File: src/design/mips_isa_pkg.sv
package mips_isa_pkg;

    localparam int ALU_OP_W  = 8;
    localparam int ALU_SEL_W = 3;

    // alu operation codes
    localparam logic [ALU_OP_W-1:0] EXE_NOP_OP   = 8'b0000_0000;
    localparam logic [ALU_OP_W-1:0] EXE_AND_OP   = 8'b0010_0100;
    localparam logic [ALU_OP_W-1:0] EXE_OR_OP    = 8'b0010_0101;
    localparam logic [ALU_OP_W-1:0] EXE_XOR_OP   = 8'b0010_0110;
    localparam logic [ALU_OP_W-1:0] EXE_NOR_OP   = 8'b0010_0111;
    localparam logic [ALU_OP_W-1:0] EXE_SLL_OP   = 8'b0111_1100;
    localparam logic [ALU_OP_W-1:0] EXE_SRL_OP   = 8'b0000_0010;
    localparam logic [ALU_OP_W-1:0] EXE_SRA_OP   = 8'b0000_0011;
    localparam logic [ALU_OP_W-1:0] EXE_MOVZ_OP  = 8'b0000_1010;
    localparam logic [ALU_OP_W-1:0] EXE_MOVN_OP  = 8'b0000_1011;
    localparam logic [ALU_OP_W-1:0] EXE_MFHI_OP  = 8'b0001_0000;
    localparam logic [ALU_OP_W-1:0] EXE_MTHI_OP  = 8'b0001_0001;
    localparam logic [ALU_OP_W-1:0] EXE_MFLO_OP  = 8'b0001_0010;
    localparam logic [ALU_OP_W-1:0] EXE_MTLO_OP  = 8'b0001_0011;
    localparam logic [ALU_OP_W-1:0] EXE_SLT_OP   = 8'b0010_1010;
    localparam logic [ALU_OP_W-1:0] EXE_SLTU_OP  = 8'b0010_1011;
    localparam logic [ALU_OP_W-1:0] EXE_ADD_OP   = 8'b0010_0000;
    localparam logic [ALU_OP_W-1:0] EXE_ADDU_OP  = 8'b0010_0001;
    localparam logic [ALU_OP_W-1:0] EXE_SUB_OP   = 8'b0010_0010;
    localparam logic [ALU_OP_W-1:0] EXE_SUBU_OP  = 8'b0010_0011;
    localparam logic [ALU_OP_W-1:0] EXE_ADDI_OP  = 8'b0101_0101;
    localparam logic [ALU_OP_W-1:0] EXE_ADDIU_OP = 8'b0101_0110;

    // result select, 3'b101 stays free for multiply
    localparam logic [ALU_SEL_W-1:0] EXE_RES_NOP         = 3'b000;
    localparam logic [ALU_SEL_W-1:0] EXE_RES_LOGIC       = 3'b001;
    localparam logic [ALU_SEL_W-1:0] EXE_RES_SHIFT       = 3'b010;
    localparam logic [ALU_SEL_W-1:0] EXE_RES_MOVE        = 3'b011;
    localparam logic [ALU_SEL_W-1:0] EXE_RES_ARITHMETIC  = 3'b100;
    localparam logic [ALU_SEL_W-1:0] EXE_RES_JUMP_BRANCH = 3'b110;

endpackage

File: src/design/mips_dp_pkg.sv
package mips_dp_pkg;

    // datapath word
    localparam int REG_W = 32;

    // general register index
    localparam int REG_ADDR_W = 5;

    localparam logic [REG_W-1:0] ZERO_WORD = '0;

endpackage

File: src/design/ex_if.sv
interface ex_issue_if;
    import mips_isa_pkg::*;
    import mips_dp_pkg::*;

    logic [ALU_OP_W-1:0]   aluop;
    logic [ALU_SEL_W-1:0]  alusel;
    logic [REG_W-1:0]      reg1;
    logic [REG_W-1:0]      reg2;
    logic [REG_ADDR_W-1:0] wd;
    logic                  wreg;
    logic [REG_W-1:0]      link_address;

    modport src (output aluop, alusel, reg1, reg2, wd, wreg, link_address);
    modport dst (input aluop, alusel, reg1, reg2, wd, wreg, link_address);
endinterface

interface ex_result_if;
    import mips_dp_pkg::*;

    logic [REG_ADDR_W-1:0] wd;
    logic                  wreg;
    logic [REG_W-1:0]      wdata;
    logic                  whilo;
    logic [REG_W-1:0]      hi;
    logic [REG_W-1:0]      lo;

    modport src (output wd, wreg, wdata, whilo, hi, lo);
    modport dst (input wd, wreg, wdata, whilo, hi, lo);
endinterface

interface hilo_fwd_if;
    import mips_dp_pkg::*;

    logic [REG_W-1:0] hi;   // architectural pair
    logic [REG_W-1:0] lo;
    logic             mem_whilo;
    logic [REG_W-1:0] mem_hi;
    logic [REG_W-1:0] mem_lo;
    logic             wb_whilo;
    logic [REG_W-1:0] wb_hi;
    logic [REG_W-1:0] wb_lo;

    modport arch (output hi, lo);
    modport pipe (output mem_whilo, mem_hi, mem_lo, wb_whilo, wb_hi, wb_lo);
    modport ex (input hi, lo, mem_whilo, mem_hi, mem_lo, wb_whilo, wb_hi, wb_lo);
endinterface

File: src/design/ex_issue_reg.sv
module ex_issue_reg (
    input  logic                               clk_i,
    input  logic                               arst_n_i,
    input  logic [mips_isa_pkg::ALU_OP_W-1:0]  aluop_i,
    input  logic [mips_isa_pkg::ALU_SEL_W-1:0] alusel_i,
    input  logic [mips_dp_pkg::REG_W-1:0]      reg1_i,
    input  logic [mips_dp_pkg::REG_W-1:0]      reg2_i,
    input  logic [mips_dp_pkg::REG_ADDR_W-1:0] wd_i,
    input  logic                               wreg_i,
    input  logic [mips_dp_pkg::REG_W-1:0]      link_address_i,
    ex_issue_if.src                            iss
);
    import mips_isa_pkg::*;

    // control, reset to a bubble
    always_ff @(posedge clk_i or negedge arst_n_i) begin
        if (!arst_n_i) begin
            iss.aluop  <= EXE_NOP_OP;
            iss.alusel <= EXE_RES_NOP;
            iss.wreg   <= 1'b0;
        end else begin
            iss.aluop  <= aluop_i;
            iss.alusel <= alusel_i;
            iss.wreg   <= wreg_i;
        end
    end

    // operands and destination
    always_ff @(posedge clk_i) begin
        iss.reg1         <= reg1_i;
        iss.reg2         <= reg2_i;
        iss.wd           <= wd_i;
        iss.link_address <= link_address_i;
    end

endmodule

File: src/design/ex.sv
module ex (
    ex_issue_if.dst  iss,
    hilo_fwd_if.ex   fwd,
    ex_result_if.src res
);
    import mips_isa_pkg::*;
    import mips_dp_pkg::*;

    logic [REG_W-1:0] logicout;
    logic [REG_W-1:0] shiftres;
    logic [REG_W-1:0] moveres;
    logic [REG_W-1:0] arithmeticres;
    logic [REG_W-1:0] reg2_mux;
    logic [REG_W-1:0] result_sum;
    logic             reg1_lt_reg2;
    logic [REG_W-1:0] hi;
    logic [REG_W-1:0] lo;
    logic [4:0]       shamt;

    assign shamt = iss.reg1[4:0];

    // one adder for add, sub and slt
    assign reg2_mux = ((iss.aluop == EXE_SUB_OP) || (iss.aluop == EXE_SUBU_OP) ||
                       (iss.aluop == EXE_SLT_OP)) ? (~iss.reg2) + 1'b1 : iss.reg2;
    assign result_sum = iss.reg1 + reg2_mux;

    always_comb begin
        if (iss.aluop == EXE_SLT_OP) begin
            reg1_lt_reg2 = (iss.reg1[REG_W-1] && !iss.reg2[REG_W-1]) ||
                           (iss.reg1[REG_W-1] == iss.reg2[REG_W-1] && result_sum[REG_W-1]);
        end else begin
            reg1_lt_reg2 = iss.reg1 < iss.reg2;   // sltu
        end
    end

    always_comb begin
        case (iss.aluop)
            EXE_OR_OP:  logicout = iss.reg1 | iss.reg2;
            EXE_AND_OP: logicout = iss.reg1 & iss.reg2;
            EXE_NOR_OP: logicout = ~(iss.reg1 | iss.reg2);
            EXE_XOR_OP: logicout = iss.reg1 ^ iss.reg2;
            default:    logicout = ZERO_WORD;
        endcase
    end

    always_comb begin
        case (iss.aluop)
            EXE_SLL_OP: shiftres = iss.reg2 << shamt;
            EXE_SRL_OP: shiftres = iss.reg2 >> shamt;
            EXE_SRA_OP: shiftres = $unsigned($signed(iss.reg2) >>> shamt);
            default:    shiftres = ZERO_WORD;
        endcase
    end

    always_comb begin
        case (iss.aluop)
            EXE_SLT_OP, EXE_SLTU_OP: begin
                arithmeticres = {{(REG_W-1){1'b0}}, reg1_lt_reg2};
            end
            EXE_ADD_OP, EXE_ADDU_OP, EXE_ADDI_OP, EXE_ADDIU_OP,
            EXE_SUB_OP, EXE_SUBU_OP: begin
                arithmeticres = result_sum;
            end
            default: begin
                arithmeticres = ZERO_WORD;
            end
        endcase
    end

    // newest hi/lo, mem before wb before arch
    always_comb begin
        if (fwd.mem_whilo) begin
            {hi, lo} = {fwd.mem_hi, fwd.mem_lo};
        end else if (fwd.wb_whilo) begin
            {hi, lo} = {fwd.wb_hi, fwd.wb_lo};
        end else begin
            {hi, lo} = {fwd.hi, fwd.lo};
        end
    end

    always_comb begin
        case (iss.aluop)
            EXE_MFHI_OP:              moveres = hi;
            EXE_MFLO_OP:              moveres = lo;
            EXE_MOVZ_OP, EXE_MOVN_OP: moveres = iss.reg1;  // condition already in wreg
            default:                  moveres = ZERO_WORD;
        endcase
    end

    always_comb begin
        res.whilo = 1'b0;
        res.hi    = ZERO_WORD;
        res.lo    = ZERO_WORD;
        if (iss.aluop == EXE_MTHI_OP) begin
            res.whilo = 1'b1;
            res.hi    = iss.reg1;
            res.lo    = lo;
        end else if (iss.aluop == EXE_MTLO_OP) begin
            res.whilo = 1'b1;
            res.hi    = hi;
            res.lo    = iss.reg1;
        end
    end

    assign res.wd   = iss.wd;
    assign res.wreg = iss.wreg;

    always_comb begin
        case (iss.alusel)
            EXE_RES_LOGIC:       res.wdata = logicout;
            EXE_RES_SHIFT:       res.wdata = shiftres;
            EXE_RES_MOVE:        res.wdata = moveres;
            EXE_RES_ARITHMETIC:  res.wdata = arithmeticres;
            EXE_RES_JUMP_BRANCH: res.wdata = iss.link_address;
            default:             res.wdata = ZERO_WORD;
        endcase
    end

endmodule

File: src/design/ex_wb_pipe.sv
module ex_wb_pipe (
    input  logic                               clk_i,
    input  logic                               arst_n_i,
    ex_result_if.dst                           res,
    hilo_fwd_if.pipe                           fwd,
    output logic [mips_dp_pkg::REG_ADDR_W-1:0] wb_wd_o,
    output logic                               wb_wreg_o,
    output logic                               wb_whilo_o,
    output logic [mips_dp_pkg::REG_W-1:0]      wb_wdata_o,
    output logic [mips_dp_pkg::REG_W-1:0]      wb_hi_o,
    output logic [mips_dp_pkg::REG_W-1:0]      wb_lo_o
);
    import mips_dp_pkg::*;

    logic [REG_ADDR_W-1:0] mem_wd;
    logic                  mem_wreg;
    logic [REG_W-1:0]      mem_wdata;

    always_ff @(posedge clk_i or negedge arst_n_i) begin
        if (!arst_n_i) begin
            mem_wd        <= '0;
            mem_wreg      <= 1'b0;
            mem_wdata     <= ZERO_WORD;
            fwd.mem_whilo <= 1'b0;
            fwd.mem_hi    <= ZERO_WORD;
            fwd.mem_lo    <= ZERO_WORD;
            wb_wd_o       <= '0;
            wb_wreg_o     <= 1'b0;
            wb_wdata_o    <= ZERO_WORD;
            wb_whilo_o    <= 1'b0;
            wb_hi_o       <= ZERO_WORD;
            wb_lo_o       <= ZERO_WORD;
        end else begin
            // memory stage, no load/store here
            mem_wd        <= res.wd;
            mem_wreg      <= res.wreg;
            mem_wdata     <= res.wdata;
            fwd.mem_whilo <= res.whilo;
            fwd.mem_hi    <= res.hi;
            fwd.mem_lo    <= res.lo;
            // writeback stage
            wb_wd_o       <= mem_wd;
            wb_wreg_o     <= mem_wreg;
            wb_wdata_o    <= mem_wdata;
            wb_whilo_o    <= fwd.mem_whilo;
            wb_hi_o       <= fwd.mem_hi;
            wb_lo_o       <= fwd.mem_lo;
        end
    end

    assign fwd.wb_whilo = wb_whilo_o;
    assign fwd.wb_hi    = wb_hi_o;
    assign fwd.wb_lo    = wb_lo_o;

endmodule

File: src/design/hilo_reg.sv
module hilo_reg (
    input  logic                          clk_i,
    input  logic                          arst_n_i,
    input  logic                          we_i,
    input  logic [mips_dp_pkg::REG_W-1:0] hi_i,
    input  logic [mips_dp_pkg::REG_W-1:0] lo_i,
    hilo_fwd_if.arch                      fwd,
    output logic [mips_dp_pkg::REG_W-1:0] hi_o,
    output logic [mips_dp_pkg::REG_W-1:0] lo_o
);
    import mips_dp_pkg::*;

    always_ff @(posedge clk_i or negedge arst_n_i) begin
        if (!arst_n_i) begin
            hi_o <= ZERO_WORD;
            lo_o <= ZERO_WORD;
        end else if (we_i) begin
            hi_o <= hi_i;   // both halves always written together
            lo_o <= lo_i;
        end
    end

    assign fwd.hi = hi_o;
    assign fwd.lo = lo_o;

endmodule

File: src/design/ex_top.sv
module ex_top (
    input  logic                               clk_i,
    input  logic                               arst_n_i,
    input  logic [mips_isa_pkg::ALU_OP_W-1:0]  aluop_i,
    input  logic [mips_isa_pkg::ALU_SEL_W-1:0] alusel_i,
    input  logic [mips_dp_pkg::REG_W-1:0]      reg1_i,
    input  logic [mips_dp_pkg::REG_W-1:0]      reg2_i,
    input  logic [mips_dp_pkg::REG_ADDR_W-1:0] wd_i,
    input  logic                               wreg_i,
    input  logic [mips_dp_pkg::REG_W-1:0]      link_address_i,
    output logic [mips_dp_pkg::REG_ADDR_W-1:0] wb_wd_o,
    output logic                               wb_wreg_o,
    output logic [mips_dp_pkg::REG_W-1:0]      wb_wdata_o,
    output logic                               wb_whilo_o,
    output logic [mips_dp_pkg::REG_W-1:0]      wb_hi_o,
    output logic [mips_dp_pkg::REG_W-1:0]      wb_lo_o,
    output logic [mips_dp_pkg::REG_W-1:0]      hi_o,
    output logic [mips_dp_pkg::REG_W-1:0]      lo_o
);

    ex_issue_if  iss_if ();
    ex_result_if res_if ();
    hilo_fwd_if  fwd_if ();

    ex_issue_reg u_issue (
        .clk_i, .arst_n_i,
        .aluop_i, .alusel_i, .reg1_i, .reg2_i, .wd_i, .wreg_i, .link_address_i,
        .iss (iss_if.src)
    );

    ex u_ex (
        .iss (iss_if.dst),
        .fwd (fwd_if.ex),
        .res (res_if.src)
    );

    ex_wb_pipe u_pipe (
        .clk_i, .arst_n_i,
        .res (res_if.dst),
        .fwd (fwd_if.pipe),
        .wb_wd_o, .wb_wreg_o, .wb_whilo_o, .wb_wdata_o, .wb_hi_o, .wb_lo_o
    );

    // hi/lo commits from writeback
    hilo_reg u_hilo (
        .clk_i, .arst_n_i,
        .we_i (wb_whilo_o),
        .hi_i (wb_hi_o),
        .lo_i (wb_lo_o),
        .fwd  (fwd_if.arch),
        .hi_o,
        .lo_o
    );

endmodule

File: config.mk
export PLATFORM = sky130hd
export DESIGN_NAME = ex_top
export DESIGN_NICKNAME = d
export VERILOG_FILES = /design/src/design/mips_isa_pkg.sv /design/src/design/mips_dp_pkg.sv /design/src/design/ex_if.sv /design/src/design/ex_issue_reg.sv /design/src/design/ex.sv /design/src/design/ex_wb_pipe.sv /design/src/design/hilo_reg.sv /design/src/design/ex_top.sv
export SDC_FILE = /design/constraint.sdc
export NUM_CORES = 1
export LEC_CHECK = 0
export BUFFER_PORTS_ARGS = -buffer_cell sky130_fd_sc_hd__buf_2
export CAP_MARGIN = 10
export CORE_ASPECT_RATIO = 1.75
export CORE_UTILIZATION = 59
export CTS_BUF_LIST = sky130_fd_sc_hd__clkbuf_8 sky130_fd_sc_hd__clkbuf_16
export DETAILED_ROUTE_END_ITERATION = 6
export PLACE_DENSITY = 0.83
export SLEW_MARGIN = 20
export SYNTH_ARGS = -nofsm -noshare
export SYNTH_HDL_FRONTEND = slang
export SYNTH_SLANG_ARGS = --single-unit
File: constraint.sdc
create_clock -name clk_i -period 4.8 [get_ports clk_i]
set_clock_uncertainty 0.1 [all_clocks]
set_input_delay 0 -clock clk_i [delete_from_list [all_inputs] [get_ports clk_i]]
set_output_delay 0 -clock clk_i [all_outputs]
set_load 0.02 [all_outputs]
==> results.sh, run 1 <==
export IMPL_yosysTopAreaCell="sky130_fd_sc_hd__dfrtp_1"
export IMPL_layout_commonest_cell="sky130_fd_sc_hd__buf_2"
export IMPL_grt_max_degree=163
export IMPL_fin_area_sq_um=26100
export IMPL_routed_wl_mm=82.0
export IMPL_syn_nets=2394
export IMPL_clk_path_buf_depth=3
export IMPL_initialDrtViolationCount=1730
export IMPL_globalRoute_totalOverflow=0
export IMPL_grt_total_usage_pct=44.2
export IMPL_fp_dieArea_sq_um=37100
export IMPL_routedWlPerCell_microns=27.1
export IMPL_worst_slew_margin_rel_pct=21.4
export IMPL_setup_viol=0
export IMPL_cts_root_buf="sky130_fd_sc_hd__clkbuf_16"
export IMPL_areaGrowthSynthToFinish_pct=22.0
export IMPL_synth_lib_cells_used_distinct=76
export IMPL_drt_antenna_violating_nets=0
export IMPL_tightest_slew_ns=1.18
export IMPL_drcViolationCount=1
export IMPL_postSynth_topFlopCell="sky130_fd_sc_hd__dfrtp_1"
export IMPL_layout_min_cycle_time_ns=4.49
export IMPL_io_pins=282
export IMPL_finalHoldViolations=1
export IMPL_post_cts_buffers=0
export IMPL_worst_slack_ns=0.309
export IMPL_dpl_hpwl_mm=55.8
export IMPL_insertion_delay_ns=0.55
export IMPL_cp_arrival_ns=4.80
export IMPL_synth_edf_count=0
export IMPL_clkSinkCount=383
export IMPL_clkSlewWorstSetupHoldPaths_ns=0.07
export IMPL_cp_start_kind="flop"
export IMPL_floorplan_die_width_microns=146
export IMPL_placed_cell_area_sq_um=23500
export IMPL_mappedNetlistArea_sq_um=21400
export IMPL_cts_tree="done"
export IMPL_row_count=92
export IMPL_gate_count_after_technology_mapping=2151
export IMPL_final_report_max_slew_violation_count=0
export IMPL_largest_driver_fanout_on_the_critical_path=8
export IMPL_vdd_ir_drop_worst_uv=274
export IMPL_clock_tree_htree_level_count=2
export IMPL_post_drt_via_cell_ratio=6.50
export IMPL_resized_after_cts=0
export IMPL_drt_pass1_iterations=7
export IMPL_initial_utilization_pct=59.7
export IMPL_synth_seq_cells=383
export IMPL_fin_util_pct=72.8
export IMPL_ys_warnings=0
export IMPL_worst_setup_path_type="flop to flop"
export IMPL_max_clock_freq_mhz=223
export IMPL_violations="design-rule violations, negative hold slack"
export IMPL_design_power_total_uw=7630
export IMPL_synth_yosys_seq_area_share_pct=42.4
export IMPL_final_nets=2775
export IMPL_min_path_type="input port to flop"
export IMPL_setup_tns_ns=0
export IMPL_die_h_microns=254
export IMPL_tritoncts_num_buffers=35
export IMPL_drive_above_1_share_pct=22.9
export IMPL_total_number_of_vias=19702
export IMPL_end_kind="flop"
export IMPL_vias_in_the_first_global_route=20308
export IMPL_most_common_layout_cells="sky130_fd_sc_hd__buf_2, sky130_fd_sc_hd__dfrtp_1, sky130_fd_sc_hd__nor2_1, sky130_fd_sc_hd__mux2i_1, sky130_fd_sc_hd__dlygate4sd3_1"
export IMPL_powerDensity_nw_per_um2=292
export IMPL_grt_first_pass_wirelength_mm=122
export IMPL_post_route_fraction_of_the_period_consumed_by_the_critical_path_pct=93.6
export IMPL_unrepaired_setup_endpoints_after_global_routing="no"
export IMPL_async_reset_ff_share_pct=73.6
export IMPL_maxCapViolCount=0
export IMPL_leakage_uw=0.0124
export IMPL_gp_congestion=1.02
export IMPL_grt_antenna_before_repair=2
export IMPL_worst_hold_check_slack_ns=-0.00235
export IMPL_post_synth_top_area_fraction_pct=32.9
export IMPL_cp_required_ns=5.11
export IMPL_portBuffers=281
export IMPL_core_area_sq_um=35900
export IMPL_pre_cts_slack_ns=0.357
export IMPL_run_status="finished, violations left"
export IMPL_yosys_top_cells_area="sky130_fd_sc_hd__dfrtp_1, sky130_fd_sc_hd__dfxtp_1, sky130_fd_sc_hd__mux2i_1"
export IMPL_syn_mean_instance_area_sq_um=9.96
==> path summary, 6_finish.rpt <==
kind	from	to	slack, ns	depth (start not counted)
max	u_issue.iss.reg2[11]	u_pipe.mem_wdata[30]	0.31	14
min	aluop_i[1]	u_issue.iss.aluop[1]	-0.002	2
max reg2reg	u_issue.iss.reg2[11]	u_pipe.mem_wdata[30]	0.31	14
min reg2reg	u_issue.iss.wd[4]	u_pipe.mem_wd[4]	0.23	0
max in group asynchronous	arst_n_i	u_pipe.mem_wd[2]	3.28	3
min in group asynchronous	arst_n_i	u_pipe.wb_wd_o[1]	0.07	2
==> power breakdown <==
group / switching, uW / internal [uW]
Combinational: 737 / 518
Clock: 1310 / 1670
Sequential: 107 / 3290
Total: 2160 / 5480
==> timing repair <==
action / CTS / global route
setup endpoints to repair: 0 / 0
hold endpoints to repair: 244 / 1
hold buffers: 145 / 1
==> through the flow <==
stage	hold slack [ns]	cells
after floorplan	-0.396	2151
after global placement	0.00206	2819
after detailed placement	0.00328	2819
after CTS	0.000303	3028
after global routing	0.00152	3029
final	-0.00235	3030
==> worst max-delay path, cell delays in order, from the launching register on <==
cell and delay, ns:
sky130_fd_sc_hd__dfxtp_1 0.40, sky130_fd_sc_hd__or4_4 0.59, sky130_fd_sc_hd__or4_4 0.48, sky130_fd_sc_hd__nor2_4 0.13
sky130_fd_sc_hd__and3_4 0.24, sky130_fd_sc_hd__nand2_1 0.15, sky130_fd_sc_hd__o41ai_2 0.38, sky130_fd_sc_hd__xnor2_1 0.12
sky130_fd_sc_hd__ha_1 0.47, sky130_fd_sc_hd__nor2_1 0.07, sky130_fd_sc_hd__mux2_2 0.26, sky130_fd_sc_hd__a222oi_1 0.45
sky130_fd_sc_hd__o221ai_1 0.20, sky130_fd_sc_hd__a31oi_1 0.20, sky130_fd_sc_hd__o211ai_1 0.11
==> routing by layer <==
layer	share of wire (%)	global-route usage [%]	vias up	wire length, microns
li1	-	-	8457	-
met2	50	76.1	1325	40600
met3	8.1	7.02	392	6640
met5	0.028	0	-	23
met4	9.4	37.0	4	7740
met1	33	47.9	9524	27000
==> cells in the mapped netlist, types with 25 or more instances <==
cell and n:
sky130_fd_sc_hd__o21ai_0 103, sky130_fd_sc_hd__mux4_2 26, sky130_fd_sc_hd__a21oi_1 135, sky130_fd_sc_hd__a221oi_1 42, sky130_fd_sc_hd__nor3_1 25, sky130_fd_sc_hd__dfrtp_1 282
sky130_fd_sc_hd__clkbuf_1 107, sky130_fd_sc_hd__mux2_2 120, sky130_fd_sc_hd__inv_1 87, sky130_fd_sc_hd__nand2_1 132, sky130_fd_sc_hd__buf_2 31, sky130_fd_sc_hd__ha_1 127
sky130_fd_sc_hd__dfxtp_1 101, sky130_fd_sc_hd__o211ai_1 25, sky130_fd_sc_hd__a211oi_1 25, sky130_fd_sc_hd__nor2_1 239, sky130_fd_sc_hd__mux2i_1 160, sky130_fd_sc_hd__xnor2_1 74
==> registers in the layout, summed over array words and instances, names as in the netlist <==
signal	count
u_hilo.fwd.hi	32
u_issue.iss.reg2	32
u_issue.iss.alusel	3
u_pipe.mem_wreg	1
u_pipe.mem_wd	5
u_issue.iss.wd	5
u_pipe.fwd.mem_hi	32
u_pipe.fwd.wb_whilo	1
u_pipe.fwd.mem_lo	32
u_issue.iss.wreg	1
u_pipe.wb_wd_o	5
u_pipe.wb_wdata_o	32
u_pipe.fwd.wb_hi	32
u_pipe.mem_wdata	32
u_issue.iss.reg1	32
u_pipe.fwd.mem_whilo	1
u_pipe.fwd.wb_lo	32
u_hilo.fwd.lo	32
u_issue.iss.aluop	8
u_pipe.wb_wreg_o	1
u_issue.iss.link_address	32
==> area by class of cell <==
type,count,area (sq um)
Inverter,88,330
Antenna cell,1,2.50
Fill cell,2448,9780
Multi-Input combinational cell,1524,11400
Timing Repair Buffer,500,3480
Tap cell,470,588
Clock buffer,40,956
Sequential cell,383,9090
Clock inverter,24,258
==> cells by family after synthesis <==
| kind of cell | Yosys count | share of synthesized area (%) |
|---|---|---|
| compound gates | 503 | 15.3 |
| buf+inv | 244 | 4.51 |
| fa+ha+maj | 128 | 7.51 |
| flops | 383 | 42.4 |
| xor+xnor | 84 | 3.43 |
| mux | 307 | 16.6 |
| simple gates | 502 | 10.4 |
Power figures use the tool's default switching activity.
==> run 2: changes to the inputs <==
--- a/config.mk
+++ b/config.mk
@@ -6,7 +6,7 @@
 export NUM_CORES = 1
 export LEC_CHECK = 0
 export BUFFER_PORTS_ARGS = -buffer_cell sky130_fd_sc_hd__buf_2
-export CAP_MARGIN = 10
+export CAP_MARGIN = 20
 export CORE_ASPECT_RATIO = 1.75
 export CORE_UTILIZATION = 59
 export CTS_BUF_LIST = sky130_fd_sc_hd__clkbuf_8 sky130_fd_sc_hd__clkbuf_16
==> constraint.sdc (replaced) <==
create_clock -name clk_i -period 4.95 [get_ports clk_i]
set_clock_uncertainty 0.1 [all_clocks]
set_input_delay 0 -clock clk_i [delete_from_list [all_inputs] [get_ports clk_i]]
set_output_delay 0 -clock clk_i [all_outputs]
set_load 0.02 [all_outputs]
==> results.sh, run 2 (synthesized netlist as in run 1, its figures left out) <==
export IMPL_post_route_fraction_of_the_period_consumed_by_the_critical_path_pct=92.7
export IMPL_run_status="complete, no violations"
export IMPL_globalRoute_totalOverflow=0
export IMPL_drive_above_1_share_pct=22.2
export IMPL_grt_antenna_before_repair=1
export IMPL_gp_congestion=1.03
export IMPL_core_area_sq_um=35900
export IMPL_portBuffers=281
export IMPL_clk_path_buf_depth=3
export IMPL_dpl_hpwl_mm=56.7
export IMPL_worst_slew_margin_rel_pct=17.8
export IMPL_leakage_uw=0.0124
export IMPL_vias_in_the_first_global_route=20529
export IMPL_setup_tns_ns=0
export IMPL_tritoncts_num_buffers=35
export IMPL_end_kind="flop"
export IMPL_io_pins=282
export IMPL_total_number_of_vias=19885
export IMPL_clkSinkCount=383
export IMPL_clock_tree_htree_level_count=2
export IMPL_initialDrtViolationCount=1762
export IMPL_final_report_max_slew_violation_count=0
export IMPL_routedWlPerCell_microns=27.5
export IMPL_post_drt_via_cell_ratio=6.55
export IMPL_most_common_layout_cells="sky130_fd_sc_hd__buf_2, sky130_fd_sc_hd__dfrtp_1, sky130_fd_sc_hd__nor2_1, sky130_fd_sc_hd__dlygate4sd3_1, sky130_fd_sc_hd__mux2i_1"
export IMPL_unrepaired_setup_endpoints_after_global_routing="no"
export IMPL_post_cts_buffers=0
export IMPL_pre_cts_slack_ns=0.391
export IMPL_grt_max_degree=159
export IMPL_maxCapViolCount=0
export IMPL_powerDensity_nw_per_um2=279
export IMPL_areaGrowthSynthToFinish_pct=22.1
export IMPL_drt_antenna_violating_nets=0
export IMPL_vdd_ir_drop_worst_uv=264
export IMPL_cts_root_buf="sky130_fd_sc_hd__clkbuf_16"
export IMPL_cp_required_ns=5.23
export IMPL_cp_arrival_ns=4.87
export IMPL_row_count=92
export IMPL_cp_start_kind="flop"
export IMPL_worstRegToRegCells=15
export IMPL_cts_tree="done"
export IMPL_largest_driver_fanout_on_the_critical_path=9
export IMPL_grt_total_usage_pct=44.8
export IMPL_highest_layer="met5"
export IMPL_die_h_microns=254
export IMPL_fp_dieArea_sq_um=37100
export IMPL_insertion_delay_ns=0.55
export IMPL_drt_pass1_iterations=6
export IMPL_final_nets=2781
export IMPL_initial_utilization_pct=59.7
export IMPL_routed_wl_mm=83.5
export IMPL_layout_commonest_cell="sky130_fd_sc_hd__buf_2"
export IMPL_worst_slack_ns=0.363
export IMPL_floorplan_die_width_microns=146
export IMPL_tightest_slew_ns=1.23
export IMPL_max_clock_freq_mhz=218
export IMPL_fin_util_pct=72.8
export IMPL_worst_hold_check_slack_ns=0.00203
export IMPL_finalHoldViolations=0
export IMPL_grt_first_pass_wirelength_mm=123
export IMPL_design_power_total_uw=7290
export IMPL_drcViolationCount=0
export IMPL_clkSlewWorstSetupHoldPaths_ns=0.07
export IMPL_min_delay_path_depth=2
export IMPL_layout_min_cycle_time_ns=4.59
export IMPL_min_path_type="input port to flop"
export IMPL_setup_viol=0
export IMPL_worst_setup_path_type="flop to flop"
export IMPL_met3_length_mm=6.61
export IMPL_met2RoutedLength_mm=41.2
export IMPL_met1_length_mm=27.5
[run 2: changes by cell type in the layout (fill, tap and decap cells not counted), moves of 3 or more]
| cell | change |
|---|---|
| sky130_fd_sc_hd__buf_4 | -13 |
| sky130_fd_sc_hd__bufinv_16 | -3 |
| sky130_fd_sc_hd__dlygate4sd3_1 | +20 |
| sky130_fd_sc_hd__clkinvlp_4 | -5 |
| sky130_fd_sc_hd__clkbuf_8 | +3 |
| sky130_fd_sc_hd__inv_1 | +4 |
[run 2: worst paths after layout]
| path | slack, ns | start | to |
|---|---|---|---|
| worst max-delay path | 0.36 | u_issue.iss.reg2[10] | u_pipe.mem_wdata[23] |
| worst min-delay path | 0.002 | link_address_i[8] | u_issue.iss.link_address[8] |
| worst max register to register | 0.36 | u_issue.iss.reg2[10] | u_pipe.mem_wdata[23] |
| worst min register to register | 0.23 | u_issue.iss.wd[3] | u_pipe.mem_wd[3] |
| max in group asynchronous | 3.45 | arst_n_i | u_pipe.mem_wdata[19] |
| min in group asynchronous | 0.05 | arst_n_i | u_pipe.wb_wd_o[4] |
[run 2: where the power goes]
part | internal, uW | total (uW) | switching [uW]
clock network | 1480 | 2760 | 1290
logic | 506 | 1210 | 708
registers | 3190 | 3310 | 121
[run 2: metrics by stage]
step | instance area (sq um) | std cells
after floorplan | 21400 | 2151
after global placement | 23400 | 2805
after global routing | 26200 | 3034
after CTS | 26100 | 3033
after detailed placement | 23400 | 2805
final | 26200 | 3035
[run 2: final cells by class]
type,instances,area (sq um)
Timing Repair Buffer,506,3560
Fill cell,2469,9750
Multi-Input combinational cell,1524,11400
Clock buffer,42,972
Clock inverter,21,169
Antenna cell,1,2.50
Inverter,88,330
Tap cell,470,588
Sequential cell,383,9090
[run 2: critical path: stages (launching register included)]
cell and delay (ns):
sky130_fd_sc_hd__dfxtp_1 0.42, sky130_fd_sc_hd__or4_4 0.58, sky130_fd_sc_hd__or4_4 0.47, sky130_fd_sc_hd__nor2_1 0.22
sky130_fd_sc_hd__nand2_1 0.14, sky130_fd_sc_hd__o31ai_1 0.30, sky130_fd_sc_hd__xnor2_1 0.16, sky130_fd_sc_hd__ha_1 0.33
sky130_fd_sc_hd__a21oi_1 0.29, sky130_fd_sc_hd__nor2_1 0.10, sky130_fd_sc_hd__a211oi_1 0.27, sky130_fd_sc_hd__nand2_1 0.08
sky130_fd_sc_hd__o21ai_0 0.42, sky130_fd_sc_hd__buf_4 0.21, sky130_fd_sc_hd__xor2_1 0.18, sky130_fd_sc_hd__o221ai_1 0.17
[run 2: layer usage]
| metal | track usage, % | vias to the layer above |
|---|---|---|
| li1 | - | 8461 |
| met1 | 47.7 | 9596 |
| met2 | 77.2 | 1374 |
| met3 | 7.34 | 452 |
| met4 | 38.7 | 2 |
| met5 | 0 | - |
[run 2: repair_timing]
| action | in CTS | in global routing |
|---|---|---|
| endpoints found under the hold margin | 230 | 1 |
| setup endpoints to repair | 0 | 1 |
| hold buffers | 165 | 1 |
| gates resized for setup | 0 | 1 |
